## config.mk

```make
export PLATFORM = sky130hd
export DESIGN_NAME = anpc_gate_ctrl_top
export DESIGN_NICKNAME = d
export VERILOG_FILES = /design/src/hdl/anpc_seq_pkg.sv /design/src/hdl/anpc_state_pkg.sv /design/src/hdl/anpc_commutation_seq.sv /design/src/hdl/anpc_commutation_table.sv /design/src/hdl/anpc_gate_ctrl_top.sv /design/src/hdl/anpc_level_fsm.sv
export VERILOG_INCLUDE_DIRS = /design/src /design/src/hdl
export SDC_FILE = /design/constraint.sdc
export NUM_CORES = 1
export LEC_CHECK = 0
export ABC_AREA = 1
export BUFFER_PORTS_ARGS = -buffer_cell sky130_fd_sc_hd__buf_2
export CELL_PAD_IN_SITES_DETAIL_PLACEMENT = 0
export CELL_PAD_IN_SITES_GLOBAL_PLACEMENT = 1
export CORE_ASPECT_RATIO = 1.5
export CORE_MARGIN = 10
export CORE_UTILIZATION = 41
export DETAILED_ROUTE_END_ITERATION = 12
export GPL_ROUTABILITY_DRIVEN = 0
export PLACE_DENSITY = 0.9
export SLEW_MARGIN = 20
export SYNTH_ARGS = -nofsm -noshare
export SYNTH_HDL_FRONTEND = slang
export SYNTH_HIERARCHICAL = 1
export SYNTH_SLANG_ARGS = --single-unit
```

## constraint.sdc

```tcl
create_clock -name clk -period 4.5 [get_ports clk]
set_clock_uncertainty 0.15 [all_clocks]
set_input_delay 0.9 -clock clk [delete_from_list [all_inputs] [get_ports clk]]
set_output_delay 0.9 -clock clk [all_outputs]
set_load 0.01 [all_outputs]
```

## src/hdl/anpc_defines.svh

```systemverilog
`ifndef ANPC_DEFINES_SVH
`define ANPC_DEFINES_SVH

// Delay inputs and dwell counter
`define TDELAY_WIDTH 8

// Six switches per leg
`define GATE_WIDTH 6

// Longest dead-time sequence has four steps
`define STEP_WIDTH 2

// ZU2 steady pattern, the safe state out of reset
`define GATE_RESET 6'b010_010

`endif

```

## src/hdl/anpc_seq_pkg.sv

```systemverilog
package anpc_seq_pkg;

    // Which programmable delay a dead-time step waits for
    typedef enum logic [1:0] {
        DLY_SHORT     = 2'd0,
        DLY_OFF_ON    = 2'd1,
        DLY_ON_OFF_V0 = 2'd2,  // Only N to ZU2
        DLY_OFF_ON_I0 = 2'd3   // Four-step sequences into P and N
    } dly_sel_t;

endpackage

```

## src/hdl/anpc_state_pkg.sv

```systemverilog
package anpc_state_pkg;

    // Requested output level, code 3 keeps the present state
    typedef enum logic [1:0] {
        LEV_ZERO = 2'd0,
        LEV_POS  = 2'd1,
        LEV_NEG  = 2'd2
    } level_t;

    // Commutation type from the thermal balancing logic
    typedef enum logic [1:0] {
        COMM_I   = 2'd0,
        COMM_II  = 2'd1,
        COMM_III = 2'd2
    } comm_type_t;

    typedef enum logic [2:0] {
        ST_P   = 3'd0,
        ST_ZU2 = 3'd1,  // Upper zero paths
        ST_ZU1 = 3'd2,
        ST_ZL1 = 3'd3,  // Lower zero paths
        ST_ZL2 = 3'd4,
        ST_N   = 3'd5
    } anpc_state_t;

endpackage

```

## src/hdl/anpc_commutation_seq.sv

```systemverilog
`timescale 1ns/100ps

`include "anpc_defines.svh"

module anpc_commutation_seq
    import anpc_seq_pkg::*;
(
    input  logic                      clk,
    input  logic                      rst,
    input  logic                      active,
    input  logic [`GATE_WIDTH-1:0]    step_gates,
    input  logic [`GATE_WIDTH-1:0]    steady_gates,
    input  dly_sel_t                  dly_sel,
    input  logic                      last_step,
    input  logic [`TDELAY_WIDTH-1:0]  t_short,
    input  logic [`TDELAY_WIDTH-1:0]  t_off_on,
    input  logic [`TDELAY_WIDTH-1:0]  t_on_off_v0,
    input  logic [`TDELAY_WIDTH-1:0]  t_off_on_i0,
    output logic [`STEP_WIDTH-1:0]    step,
    output logic                      done,
    output logic [`GATE_WIDTH-1:0]    gates
);

    logic [`TDELAY_WIDTH-1:0] dly_val;
    logic [`TDELAY_WIDTH-1:0] dwell;
    logic                     step_end;

    always_comb begin
        case (dly_sel)
            DLY_OFF_ON:    dly_val = t_off_on;
            DLY_ON_OFF_V0: dly_val = t_on_off_v0;
            DLY_OFF_ON_I0: dly_val = t_off_on_i0;
            default:       dly_val = t_short;
        endcase
    end

    assign step_end = (dwell == dly_val - 1'b1);  // Last dwell cycle of this step
    assign done     = active && last_step && step_end;

    ////////////////////////////////////////
    // Dwell and step counters, gate register
    ////////////////////////////////////////

    always_ff @(posedge clk or posedge rst) begin
        if (rst) begin
            dwell <= '0;
            step  <= '0;
            gates <= `GATE_RESET;
        end else begin
            // Counters lead gates by one edge
            gates <= active ? step_gates : steady_gates;
            if (!active || done) begin
                dwell <= '0;
                step  <= '0;
            end else if (step_end) begin
                dwell <= '0;
                step  <= step + 1'b1;
            end else begin
                dwell <= dwell + 1'b1;
            end
        end
    end

endmodule

```

## src/hdl/anpc_commutation_table.sv

```systemverilog
`timescale 1ns/100ps

`include "anpc_defines.svh"

module anpc_commutation_table
    import anpc_state_pkg::*;
    import anpc_seq_pkg::*;
(
    input  anpc_state_t              cur_state,
    input  anpc_state_t              dst_state,
    input  logic [`STEP_WIDTH-1:0]   step,
    output logic [`GATE_WIDTH-1:0]   step_gates,
    output logic [`GATE_WIDTH-1:0]   steady_gates,
    output dly_sel_t                 dly_sel,
    output logic                     last_step
);

    // Gate pattern, delay select, last-step flag
    logic [`GATE_WIDTH+2:0] entry;

    ////////////////////////////////////////
    // Steady patterns
    ////////////////////////////////////////

    always_comb begin
        case (cur_state)
            ST_P:    steady_gates = 6'b110_001;
            ST_ZU2:  steady_gates = 6'b010_010;
            ST_ZU1:  steady_gates = 6'b010_110;
            ST_ZL1:  steady_gates = 6'b101_001;
            ST_ZL2:  steady_gates = 6'b001_001;
            ST_N:    steady_gates = 6'b001_110;
            default: steady_gates = `GATE_RESET;
        endcase
    end

    ////////////////////////////////////////
    // Dead-time sequences
    ////////////////////////////////////////

    always_comb begin
        // Unlisted pairs end after one short step
        entry = {steady_gates, DLY_SHORT, 1'b1};
        case ({cur_state, dst_state})
            {ST_ZU2, ST_P}: begin
                case (step)
                    2'd0: entry = {6'b010_000, DLY_OFF_ON, 1'b0};
                    2'd1: entry = {6'b110_000, DLY_SHORT, 1'b0};
                    2'd2: entry = {6'b110_001, DLY_SHORT, 1'b1};
                    default: ;
                endcase
            end
            {ST_ZU2, ST_N}: begin
                case (step)
                    2'd0: entry = {6'b011_010, DLY_SHORT, 1'b0};
                    2'd1: entry = {6'b001_010, DLY_OFF_ON, 1'b0};
                    2'd2: entry = {6'b001_110, DLY_SHORT, 1'b1};
                    default: ;
                endcase
            end
            {ST_ZU1, ST_P}: begin
                case (step)
                    2'd0: entry = {6'b010_010, DLY_OFF_ON_I0, 1'b0};
                    2'd1: entry = {6'b010_011, DLY_SHORT, 1'b0};
                    2'd2: entry = {6'b010_001, DLY_OFF_ON, 1'b0};
                    2'd3: entry = {6'b110_001, DLY_SHORT, 1'b1};
                endcase
            end
            {ST_ZU1, ST_N}: begin
                case (step)
                    2'd0: entry = {6'b000_110, DLY_OFF_ON, 1'b0};
                    2'd1: entry = {6'b001_110, DLY_SHORT, 1'b1};
                    default: ;
                endcase
            end
            {ST_ZL1, ST_P}: begin
                case (step)
                    2'd0: entry = {6'b100_001, DLY_OFF_ON, 1'b0};
                    2'd1: entry = {6'b110_001, DLY_SHORT, 1'b1};
                    default: ;
                endcase
            end
            {ST_ZL1, ST_N}: begin
                case (step)
                    2'd0: entry = {6'b001_001, DLY_OFF_ON_I0, 1'b0};
                    2'd1: entry = {6'b001_011, DLY_SHORT, 1'b0};
                    2'd2: entry = {6'b001_010, DLY_OFF_ON, 1'b0};
                    2'd3: entry = {6'b001_110, DLY_SHORT, 1'b1};
                endcase
            end
            {ST_ZL2, ST_P}: begin
                case (step)
                    2'd0: entry = {6'b011_001, DLY_SHORT, 1'b0};
                    2'd1: entry = {6'b010_001, DLY_OFF_ON, 1'b0};
                    2'd2: entry = {6'b110_001, DLY_SHORT, 1'b1};
                    default: ;
                endcase
            end
            {ST_ZL2, ST_N}: begin
                case (step)
                    2'd0: entry = {6'b001_000, DLY_OFF_ON, 1'b0};
                    2'd1: entry = {6'b001_100, DLY_SHORT, 1'b0};
                    2'd2: entry = {6'b001_110, DLY_SHORT, 1'b1};
                    default: ;
                endcase
            end
            {ST_P, ST_ZU2}: begin  // Type I
                case (step)
                    2'd0: entry = {6'b110_000, DLY_SHORT, 1'b0};
                    2'd1: entry = {6'b010_000, DLY_OFF_ON, 1'b0};
                    2'd2: entry = {6'b010_010, DLY_SHORT, 1'b1};
                    default: ;
                endcase
            end
            {ST_P, ST_ZL1}: begin  // Type III
                case (step)
                    2'd0: entry = {6'b100_001, DLY_OFF_ON, 1'b0};
                    2'd1: entry = {6'b101_001, DLY_SHORT, 1'b1};
                    default: ;
                endcase
            end
            {ST_P, ST_ZL2}: begin  // Type II
                case (step)
                    2'd0: entry = {6'b010_001, DLY_OFF_ON, 1'b0};
                    2'd1: entry = {6'b011_001, DLY_SHORT, 1'b0};
                    2'd2: entry = {6'b001_001, DLY_SHORT, 1'b1};
                    default: ;
                endcase
            end
            {ST_N, ST_ZU2}: begin  // Type II
                case (step)
                    2'd0: entry = {6'b001_010, DLY_OFF_ON, 1'b0};
                    2'd1: entry = {6'b011_010, DLY_ON_OFF_V0, 1'b0};
                    2'd2: entry = {6'b010_010, DLY_SHORT, 1'b1};
                    default: ;
                endcase
            end
            {ST_N, ST_ZU1}: begin  // Type III
                case (step)
                    2'd0: entry = {6'b000_110, DLY_OFF_ON, 1'b0};
                    2'd1: entry = {6'b010_110, DLY_SHORT, 1'b1};
                    default: ;
                endcase
            end
            {ST_N, ST_ZL2}: begin  // Type I
                case (step)
                    2'd0: entry = {6'b001_100, DLY_SHORT, 1'b0};
                    2'd1: entry = {6'b001_000, DLY_OFF_ON, 1'b0};
                    2'd2: entry = {6'b001_001, DLY_SHORT, 1'b1};
                    default: ;
                endcase
            end
            default: entry = {steady_gates, DLY_SHORT, 1'b1};
        endcase
    end

    assign step_gates = entry[`GATE_WIDTH+2:3];
    assign dly_sel    = dly_sel_t'(entry[2:1]);
    assign last_step  = entry[0];

endmodule

```

## src/hdl/anpc_gate_ctrl_top.sv

```systemverilog
`timescale 1ns/100ps

`include "anpc_defines.svh"

module anpc_gate_ctrl_top
    import anpc_state_pkg::*;
    import anpc_seq_pkg::*;
(
    input  logic                      clk,
    input  logic                      rst,
    input  logic [`TDELAY_WIDTH-1:0]  t_short,
    input  logic [`TDELAY_WIDTH-1:0]  t_off_on,
    input  logic [`TDELAY_WIDTH-1:0]  t_on_off_v0,
    input  logic [`TDELAY_WIDTH-1:0]  t_off_on_i0,
    input  level_t                    lev,
    input  comm_type_t                comm_type,
    output logic [`GATE_WIDTH-1:0]    gates
);

    anpc_state_t              cur_state;
    anpc_state_t              dst_state;
    logic                     active;
    logic                     done;
    logic [`STEP_WIDTH-1:0]   step;
    logic [`GATE_WIDTH-1:0]   step_gates;
    logic [`GATE_WIDTH-1:0]   steady_gates;
    dly_sel_t                 dly_sel;
    logic                     last_step;

    anpc_level_fsm u_level_fsm (
        .clk       (clk),
        .rst       (rst),
        .lev       (lev),
        .comm_type (comm_type),
        .done      (done),
        .cur_state (cur_state),
        .dst_state (dst_state),
        .active    (active)
    );

    anpc_commutation_table u_comm_table (
        .cur_state    (cur_state),
        .dst_state    (dst_state),
        .step         (step),
        .step_gates   (step_gates),
        .steady_gates (steady_gates),
        .dly_sel      (dly_sel),
        .last_step    (last_step)
    );

    anpc_commutation_seq u_comm_seq (
        .clk          (clk),
        .rst          (rst),
        .active       (active),
        .step_gates   (step_gates),
        .steady_gates (steady_gates),
        .dly_sel      (dly_sel),
        .last_step    (last_step),
        .t_short      (t_short),
        .t_off_on     (t_off_on),
        .t_on_off_v0  (t_on_off_v0),
        .t_off_on_i0  (t_off_on_i0),
        .step         (step),
        .done         (done),
        .gates        (gates)
    );

endmodule

```

## src/hdl/anpc_level_fsm.sv

```systemverilog
`timescale 1ns/100ps

module anpc_level_fsm
    import anpc_state_pkg::*;
(
    input  logic        clk,
    input  logic        rst,
    input  level_t      lev,
    input  comm_type_t  comm_type,
    input  logic        done,
    output anpc_state_t cur_state,
    output anpc_state_t dst_state,
    output logic        active
);

    anpc_state_t target;

    ////////////////////////////////////////
    // Target state selection
    ////////////////////////////////////////

    always_comb begin
        target = cur_state;
        case (cur_state)
            ST_ZU2, ST_ZU1, ST_ZL1, ST_ZL2: begin
                if (lev == LEV_POS) begin
                    target = ST_P;
                end else if (lev == LEV_NEG) begin
                    target = ST_N;
                end
            end
            ST_P: begin
                if (lev == LEV_ZERO) begin
                    case (comm_type)
                        COMM_II:  target = ST_ZL2;
                        COMM_III: target = ST_ZL1;
                        default:  target = ST_ZU2;  // Type I and unused codes
                    endcase
                end
            end
            ST_N: begin
                if (lev == LEV_ZERO) begin
                    case (comm_type)
                        COMM_II:  target = ST_ZU2;
                        COMM_III: target = ST_ZU1;
                        default:  target = ST_ZL2;
                    endcase
                end
            end
            default: target = cur_state;
        endcase
    end

    ////////////////////////////////////////
    // Commutation start and commit
    ////////////////////////////////////////

    always_ff @(posedge clk or posedge rst) begin
        if (rst) begin
            cur_state <= ST_ZU2;
            dst_state <= ST_ZU2;
            active    <= 1'b0;
        end else if (active) begin
            if (done) begin  // Last dead-time step over
                cur_state <= dst_state;
                active    <= 1'b0;
            end
        end else if (target != cur_state) begin
            dst_state <= target;
            active    <= 1'b1;
        end
    end

endmodule

```

==> run_results.csv, run 1 <==
group,metric,value,unit
routing,wl_per_cell,14.9,um
sta,tns,0,ns
power_and_ir_drop,p_per_area,478,nW/um2
sta,fin_ws,0.423,ns
yosys,ys_seq_area_share,18.3,%
routing,vias,3491,
place,place_inst,652,
grt,grt_max_degree,19,
power_and_ir_drop,pwr-share-comb,64.2,%
yosys,synth_area,3180,um2
job,cap_violations,0,
power_and_ir_drop,finalPower,1710,uW
die,dieWidth,91.9,um
sta,slew_violations,0,
die,dieArea,11700,um2
worst_setup_path,crit_fanout,18,
power_and_ir_drop,static-leakage-power,0.00198,uW
power_and_ir_drop,clkPwrFrac,11.2,%
sta,period_needed,4.08,ns
clock_network,insertion_delay,0.25,ns
yosys,syn_nets,559,
yosys,avgSynthCellArea,6.23,um2
routing,first_pass_iters,5,
routing,antenna_left,0,
cells_and_area,finalNonFillerCells,656,
routing,via_per_inst,5.32,
place,place_ws,0.501,ns
power_and_ir_drop,p_sw,907,uW
clock_network,cts_inserted_buffers,3,
yosys,ys_ff_latch,23,
place,dp.final_hpwl,8.02,mm
worst_setup_path,endpoint_kind,"flip-flop",
cells_and_area,final_nets,604,
worst_setup_path,worstSetupPathType,"reg -> reg",
power_and_ir_drop,netSwitchingFraction,53.2,%
grt,grt_pass1_wl,15.9,mm
cells_and_area,syn_to_final_growth,12.3,%
worst_setup_path,crit_arrival,4.06,ns
cells_and_area,n_antenna_cell,0,
sta,slew_headroom,59.2,%
clock_network,holdBufCountCts,0,
place,port_buffers,43,
grt,grt_usage,16.2,%
sta,max_freq,0.245,GHz
die,core_area,7560,um2
power_and_ir_drop,ir_drop,0.276,mV
clock_network,cts.sinks,23,
yosys,syn_inst,510,
routing,first_iter_violations,238,
clock_network,post_cts_buffers,0,
hold_path,hp-class,"reg -> reg",
grt,grt_pass1_vias,3392,
sta,setup_viol,0,
yosys,yosys_warnings,6,
routing,route.detailed.drc,0,
die,die_height,128,um
status,status,"completed",
clock_network,root_buffer,"clkbuf_16",
clock_network,cts_tree,"done",
clock_network,clk_path_buf_depth,2,
routing,wl,9.75,mm
clock_network,cts_resized,0,
sta,fin_crit_sh,90.6,%
die,rows,39,
die,initial_core_util,42.0,%
yosys,ys_types,33,
clock_network,cts_max_level,1,
clock_network,clkTransAtPathRegs,0.06,ns
power_and_ir_drop,seqPwrFrac,24.6,%
die,boundaryPins,44,
sta,hold_viol,0,
power_and_ir_drop,p_int,798,uW
worst_setup_path,cp-start-kind,"flip-flop",
grt,antenna_found_initial,0,
grt,overflow,0,
cells_and_area,drive_gt1_share,24.4,%
sta,tightest_slew,0.611,ns
worst_setup_path,critPathRequiredTime,4.49,ns
sta,rsz0062_at_grt,"false",
==> sequential cells by signal, indices dropped and copies added (netlist names) <==
register / flops
u_level_fsm/active: 1
u_comm_seq/dwell: 8
u_level_fsm/cur_state: 3
u_comm_seq/step: 2
u_comm_seq/gates: 6
u_level_fsm/dst_state: 3
==> through the flow <==
stage	hold slack (ns)	area [um2]	utilization [%]
6_report	0.367	3560	47.1
3_5_place_dp	0.360	3480	46.1
3_3_place_gp	0.355	3480	46.1
2_1_floorplan	0.318	3180	-
5_1_grt	0.385	3560	47.1
4_1_cts	0.369	3560	47.1
==> path summary, 6_finish.rpt <==
check | start | endpoint | slack, ns | cells after the start
max in group asynchronous | rst | u_comm_seq/dwell[7] | 3.24 | 2
max reg2reg | u_level_fsm/dst_state[0] | u_level_fsm/cur_state[1] | 0.42 | 25
min in group asynchronous | rst | u_level_fsm/dst_state[1] | 0.42 | 2
max | u_level_fsm/dst_state[0] | u_level_fsm/cur_state[1] | 0.42 | 25
min | u_level_fsm/dst_state[0] | u_level_fsm/dst_state[0] | 0.37 | 2
min reg2reg | u_level_fsm/dst_state[0] | u_level_fsm/dst_state[0] | 0.37 | 2
==> power groups by stage <==
stage	registers [uW]	clock network, uW	logic (uW)
floorplan	392	0	886
global placement	422	0	1070
detailed placement	424	0	1090
CTS	421	195	1090
global route	434	200	1230
finish	420	190	1090
==> cells in the final DEF (no fill, tap or decap), drive strengths merged, types with 6 or more instances in the layout <==
master / Yosys / final
nand3: 100 / 100
nor2: 79 / 79
o21ai: 17 / 17
nand2: 154 / 154
buf: 5 / 47
nand4: 15 / 15
inv: 69 / 69
ha: 11 / 11
a21oi: 11 / 11
mux2: 6 / 6
dfrtp: 19 / 19
==> cells in the mapped netlist, drive strengths merged <==
cell type    n  share of area, %
clkbuf       2              0.24
a21oi       11               1.7
buf          5               1.8
dfrtp       19                15
nor3         4              0.99
nor3b        1              0.39
ha          11               4.3
xnor2        3              0.83
o21ai       17               2.7
nand2      154                20
mux2         6               2.1
a32o         1              0.32
nand3      100                19
xor2         4               1.1
dfstp        4               3.3
inv         69               8.4
or2          1              0.20
nor2        79                14
nand4       15               3.0
o21bai       1              0.24
nand3b       3               1.1
==> kinds of logic after synthesis <==
logic type,Yosys count,synth area share [%]
XOR/XNOR,7,1.93
flip-flops,23,18.3
AND/OR/NAND/NOR,357,58.0
multiplexers,6,2.13
AO/OA/AOI/OAI,30,4.96
buffers and inverters,76,10.4
adder cells (fa/ha/maj),11,4.33
==> per-layer routing <==
layer  wire length, um  GRT usage, %  share of wire [%]  vias to the layer above
met5                 0             0                  0                        -
met1              3610          15.8                 37                     1567
met2              5160          32.5                 53                      154
li1                  -             -                  -                     1736
met4               423          6.65                4.3                        0
met3               557          2.17                5.7                       34
==> critical path: stages (launching register included) <==
cell and delay (ns):
dfstp_2 0.60, inv_1 0.09, nor2_4 0.23, nand3_1 0.29
nand4_1 0.17, nand2_1 0.06, nand4_1 0.09, buf_4 0.26
inv_4 0.10, nand3_2 0.09, nand3_4 0.07, nor2_4 0.18
ha_1 0.25, inv_1 0.05, nand2_1 0.09, nand2_1 0.06
nand2_1 0.05, nand2_1 0.06, nor2_1 0.11, nand2_2 0.08
nor2_4 0.10, nand3b_4 0.12, nor3b_2 0.22, nand2_1 0.17
nor2_1 0.16, a21oi_1 0.05
==> final cells by class <==
type	instances	area, um2
Fill cell	811	4000
Multi-Input combinational cell	411	2260
Sequential cell	23	581
Inverter	69	267
Timing Repair Buffer	47	245
Tap cell	102	128
Clock buffer	3	75.1
Clock inverter	1	5.00
No activity file was read; power rests on OpenSTA's default activity.
==> run 2: changes to the inputs <==
CORE_UTILIZATION = 42   (was 41)
CTS_BUF_LIST = sky130_fd_sc_hd__clkbuf_8   (was not set)
PLACE_DENSITY = 0.92   (was 0.9)
SKIP_LAST_GASP = 1   (was not set)
==> run 2 against run 1 <==
Count of clock-buffer cells in the layout unchanged. Register-to-register slack worse by 0.02 ns. Fmax down 0.54%. Cell count down 0.30%. Sequential share of layout area is 0.17 points higher. Wire length increased by 4.0%. Largest cell class unchanged.
==> run_results.csv, run 2 (synthesis gave the netlist of run 1 again) <==
group,metric,value,unit
routing,wl,10.1,mm
cells_and_area,drive_gt1_share,24.5,%
clock_network,cts_tree,"done",
sta,slew_headroom,59.4,%
grt,grt_usage,17.1,%
clock_network,clkTransAtPathRegs,0.08,ns
status,status,"completed",
worst_setup_path,slowest_stage,"dfstp_2",
grt,grt_pass1_wl,16.6,mm
die,die_height,126,um
job,cap_violations,0,
worst_setup_path,critical-path-max-stage-delay,0.62,ns
clock_network,clk_path_buf_depth,2,
clock_network,cts_inserted_buffers,3,
routing,route.detailed.drc,0,
routing,wl_per_cell,15.5,um
routing,antenna_left,0,
routing,via_per_inst,5.41,
clock_network,post_cts_buffers,0,
die,dieWidth,91.0,um
clock_network,cts_max_level,1,
cells_and_area,n_antenna_cell,0,
worst_setup_path,endpoint_kind,"flip-flop",
cells_and_area,final_common_cell,"nand2_1",
routing,first_pass_iters,5,
worst_setup_path,critPathRequiredTime,4.50,ns
clock_network,cts_resized,0,
sta,tightest_slew,0.608,ns
worst_setup_path,cp-start-kind,"flip-flop",
cells_and_area,largest_reg_flops,8,
cells_and_area,finalNonFillerCells,654,
sta,slew_violations,0,
worst_setup_path,crit_fanout,18,
cells_and_area,largest_register,"u_comm_seq/dwell",
grt,antenna_found_initial,0,
power_and_ir_drop,static-leakage-power,0.00197,uW
sta,setup_viol,0,
cells_and_area,final_cell_mix,"nand2_1 (139), nand3_1 (82), inv_1 (58)",
clock_network,insertion_delay,0.26,ns
power_and_ir_drop,ir_drop,0.280,mV
sta,fin_crit_sh,91.1,%
place,place_inst,650,
cells_and_area,largest_registers,"u_comm_seq/dwell: 8 flops, u_comm_seq/gates: 6 flops",
routing,vias,3536,
grt,grt_max_degree,19,
sta,period_needed,4.10,ns
die,dieArea,11500,um2
clock_network,cts.sinks,23,
place,dp.final_hpwl,8.25,mm
grt,grt_pass1_vias,3479,
die,core_area,7320,um2
die,rows,38,
clock_network,holdBufCountCts,0,
die,boundaryPins,44,
worst_setup_path,worstSetupPathType,"reg -> reg",
sta,max_freq,0.244,GHz
worst_setup_path,cp_common_cell,"nand2_1",
clock_network,root_buffer,"clkbuf_8",
routing,first_iter_violations,220,
hold_path,hp-class,"reg -> reg",
sta,rsz0062_at_grt,"false",
sta,hold_viol,0,
cells_and_area,final_nets,604,
grt,overflow,0,
cells_and_area,syn_to_final_growth,11.3,%
place,port_buffers,43,
die,initial_core_util,43.4,%
power_and_ir_drop,p_per_area,468,nW/um2
sta,tns,0,ns
worst_setup_path,crit_arrival,4.09,ns
[run 2: routing by layer]
layer	vias to the layer above	global-route usage, %	wire length, um
met3	44	2.89	624
met4	0	9.25	602
met5	-	0	0
met1	1592	16.8	3600
li1	1731	-	-
met2	169	33.1	5320
[run 2: stage by stage]
| stage | util, % | total power [uW] | hold WS (ns) | setup slack (ns) | cell area, um2 |
|---|---|---|---|---|---|
| after floorplan | - | 1280 | 0.318 | 1.11 | 3180 |
| after global placement | 47.6 | 1490 | 0.352 | 0.502 | 3480 |
| after detailed placement | 47.6 | 1520 | 0.363 | 0.443 | 3480 |
| after CTS | 48.2 | 1650 | 0.376 | 0.421 | 3530 |
| after global routing | 48.3 | 1820 | 0.416 | 0.0606 | 3530 |
| final | 48.3 | 1650 | 0.384 | 0.401 | 3530 |
[run 2: power by group]
group	internal [uW]	switching (uW)	leakage [uW]
Combinational	389	716	0.00166
Sequential	293	130	0.000279
Clock	61.7	64.7	0.0000255
[run 2: worst max-delay path: cells and delay by family, from the launching register on]
kind / cells / cell delay [ns]
AND/OR/NAND/NOR: 19 / 2.39
flip-flops: 1 / 0.62
buffers and inverters: 4 / 0.50
adder cells (fa/ha/maj): 1 / 0.26
AO/OA/AOI/OAI: 1 / 0.05
[run 2: layout make-up]
type / count / area, um2
clock buffers: 3 / 41.3
multi-input cells: 411 / 2270
well taps: 100 / 125
inverters: 69 / 267
fillers: 813 / 3790
clock inverters: 1 / 5.00
repair buffers: 47 / 245
flip-flops and latches: 23 / 582
[run 2: worst paths after layout]
kind | from | endpoint | slack (ns) | depth (start not counted)
worst min register to register | u_level_fsm/dst_state[0] | u_level_fsm/dst_state[0] | 0.38 | 2
worst min-delay path | u_level_fsm/dst_state[0] | u_level_fsm/dst_state[0] | 0.38 | 2
max in group asynchronous | rst | u_comm_seq/gates[0] | 3.25 | 2
min in group asynchronous | rst | u_level_fsm/dst_state[1] | 0.41 | 2
worst max-delay path | u_level_fsm/dst_state[0] | u_level_fsm/cur_state[2] | 0.40 | 25
worst max register to register | u_level_fsm/dst_state[0] | u_level_fsm/cur_state[2] | 0.40 | 25
==> run 3: changes to the inputs <==
ABC_AREA = not set   (was 1)
BUFFER_PORTS_ARGS = -buffer_cell sky130_fd_sc_hd__buf_4   (was -buffer_cell sky130_fd_sc_hd__buf_2)
CORE_UTILIZATION = 45   (was 42)
==> run 3 against run 2 <==
Flip-flop and latch count unchanged. Sequential share of layout area hardly changed. Critical path depth is 11 lower. Largest cell class unchanged. Global-route usage fell by 1.8 points. Wire length down 16%. Core utilization up 3.8 points.
==> run_results.csv, run 3 <==
group,metric,value,unit
status,status,"completed",
worst_setup_path,crit_fanout,14,
grt,grt_max_degree,29,
routing,route.detailed.drc,0,
yosys,yosysTopAreaCellShare,15.2,%
job,cap_violations,0,
clock_network,clk_path_buf_depth,2,
power_and_ir_drop,p_int,631,uW
die,dieWidth,88.1,um
sta,slew_headroom,56.2,%
sta,hold_viol,0,
power_and_ir_drop,p_per_area,306,nW/um2
yosys,ys_async_sr_fraction,100,%
power_and_ir_drop,seqPwrFrac,32.4,%
power_and_ir_drop,clkPwrFrac,11.9,%
worst_setup_path,cp_num_buf_inv,1,
yosys,yosys_warnings,6,
power_and_ir_drop,pwr-share-comb,55.7,%
worst_setup_path,worstSetupPathType,"reg -> reg",
grt,overflow,0,
hold_path,hp-class,"reg -> reg",
yosys,synth_most_common_cell,"nor2_1",
die,rows,37,
yosys,ys_seq_area_share,18.5,%
cells_and_area,n_antenna_cell,0,
worst_setup_path,cp-start-kind,"flip-flop",
sta,setup_viol,0,
sta,fin_crit_sh,95.7,%
clock_network,insertion_delay,0.27,ns
sta,slew_violations,0,
clock_network,cts_tree,"done",
routing,via_per_inst,5.96,
grt,use_met2,28.7,%
cells_and_area,fillers,636,
power_and_ir_drop,p_sw,452,uW
cells_and_area,final_cell_mix,"buf_4 (59), nor2_1 (38), nand2_1 (21)",
yosys,yosysTopAreaCell,"dfrtp_1",
yosys,ys.flop_type,"dfrtp_1",
yosys,syn_inst,365,
die,boundaryPins,44,
clock_network,clkTransAtPathRegs,0.08,ns
clock_network,root_buffer,"clkbuf_8",
cells_and_area,multi_input_area,2290,um2
worst_setup_path,endpoint_kind,"flip-flop",
place,dp.final_hpwl,6.74,mm
die,dieArea,10800,um2
sta,whs,0.389,ns
cells_and_area,largest_registers,"u_comm_seq/dwell: 8 flops, u_comm_seq/gates: 6 flops",
routing,antenna_left,0,
clock_network,cts.sinks,23,
grt,grt.busiest_layer,"met2",
power_and_ir_drop,static-leakage-power,0.00153,uW
routing,vias,2849,
routing,first_pass_iters,4,
yosys,synthTopCellsByArea,"dfrtp_1 (15%), mux4_1 (5.0%), nor2_1 (4.6%)",
grt,antenna_found_initial,0,
cells_and_area,largest_reg_flops,8,
grt,grt_pass1_vias,2864,
clock_network,cts_max_level,1,
yosys,ys_ff_latch,23,
yosys,avgSynthCellArea,8.59,um2
worst_setup_path,slowest_stage,"mux4_2",
cells_and_area,final_nets,450,
worst_setup_path,cp_cell_sequence,"or3_1 > a211oi_2 > a31oi_1 > nor3_1 > a311o_1 > buf_4 > mux4_2 > nor3_4 > xnor2_1 > nor4_2 > o211ai_2 > nor2_1 > and2_1 > mux2_2",
die,initial_core_util,46.1,%
die,core_area,6810,um2
die,die_height,122,um
yosys,syn_nets,414,
routing,wl_per_cell,17.9,um
cells_and_area,drive_gt1_share,28.5,%
yosys,synth_edf_count,0,
grt,use_met3,2.39,%
routing,first_iter_violations,221,
grt,grt_usage,15.3,%
worst_setup_path,critPathRequiredTime,4.51,ns
clock_network,cts_inserted_buffers,3,
cells_and_area,final_common_cell,"buf_4",
yosys,ys_types,83,
worst_setup_path,cp_top_family,"simple AND/OR/NAND/NOR gates",
power_and_ir_drop,netSwitchingFraction,41.7,%
grt,grt_pass1_wl,13.8,mm
place,port_buffers,43,
power_and_ir_drop,finalPower,1080,uW
worst_setup_path,crit_arrival,4.31,ns
yosys,synth_area,3130,um2
sta,tightest_slew,0.650,ns
cells_and_area,syn_to_final_growth,13.0,%
worst_setup_path,critical-path-max-stage-delay,0.57,ns
cells_and_area,largest_register,"u_comm_seq/dwell",
sta,max_freq,0.232,GHz
routing,wl,8.55,mm
cells_and_area,seq_area,584,um2
sta,tns,0,ns
grt,met1_usage,17.3,%
power_and_ir_drop,ir_drop,0.149,mV
sta,period_needed,4.31,ns
yosys,synth_common_cells,"nor2_1 (38), nand2_1 (21), dfrtp_1 (19), inv_1 (19), o21ai_0 (15)",
==> run 3: cell types whose count changed after synthesis, sizes merged, moves of 9 or more <==
cell	before	now
nand2	154	21
nand3	100	12
inv	69	20
nor2	79	40
buf	5	21
xnor2	3	15
nand4	15	4
a31oi	0	10
mux4	0	9
nor2b	0	9
==> run 3: per-stage QoR <==
step                setup WS, ns  cells  cell area [um2]  util, %
floorplan                  0.456    365             3130        -
global placement           0.259    472             3470     51.0
detailed placement         0.131    472             3470     51.0
CTS                        0.120    476             3520     51.7
global route            -0.00386    478             3540     52.0
finish                     0.194    478             3540     52.0
==> run 3: final cells by class <==
cell class	count	share of cell area (%)
Multi-Input combinational cell	294	64.8
Sequential cell	23	16.5
Timing Repair Buffer	59	12.5
Tap cell	78	2.76
Inverter	20	2.12
Clock buffer	3	1.17
Clock inverter	1	0.141
==> run 3: kinds of logic (layout without fill, tap and decap cells) <==
| family | after synthesis | in the layout | synth area share, % |
|---|---|---|---|
| fa+ha+maj | 11 | 11 | 4.39 |
| xor+xnor | 26 | 26 | 8.42 |
| mux | 26 | 26 | 13.3 |
| flops | 23 | 23 | 18.5 |
| simple gates | 140 | 140 | 25.7 |
| compound gates | 91 | 91 | 21.2 |
| buf+inv | 48 | 83 | 8.46 |
==> run 3: path summary, 6_finish.rpt <==
check / from / end / slack (ns) / cells after the start
max: u_level_fsm/dst_state[0] / u_level_fsm/cur_state[2] / 0.19 / 14
min: u_comm_seq/dwell[0] / u_comm_seq/dwell[0] / 0.39 / 1
max reg2reg: u_level_fsm/dst_state[0] / u_level_fsm/cur_state[2] / 0.19 / 14
min reg2reg: u_comm_seq/dwell[0] / u_comm_seq/dwell[0] / 0.39 / 1
max in group asynchronous: rst / u_comm_seq/gates[3] / 3.21 / 2
min in group asynchronous: rst / u_level_fsm/dst_state[1] / 0.41 / 2
==> run 3: power groups by stage <==
stage	Sequential (uW)	Combinational [uW]	Clock (uW)
after floorplan	330	458	0
after global placement	353	585	0
after detailed placement	354	598	0
after CTS	350	602	132
after global routing	362	669	141
final	351	604	129
==> run 3: timing repair <==
action / CTS / global route
buffers inserted: 0 / 2
resized for setup: 0 / 4
hold buffers: 0 / 0
setup endpoints to repair: 0 / 4
==> run 3: per-layer routing <==
| layer | wire (um) | vias up | share of wire [%] |
|---|---|---|---|
| met1 | 3470 | 1362 | 41 |
| met5 | 0 | - | 0 |
| met4 | 149 | 0 | 1.7 |
| li1 | - | 1398 | - |
| met2 | 4470 | 77 | 52 |
| met3 | 458 | 12 | 5.4 |
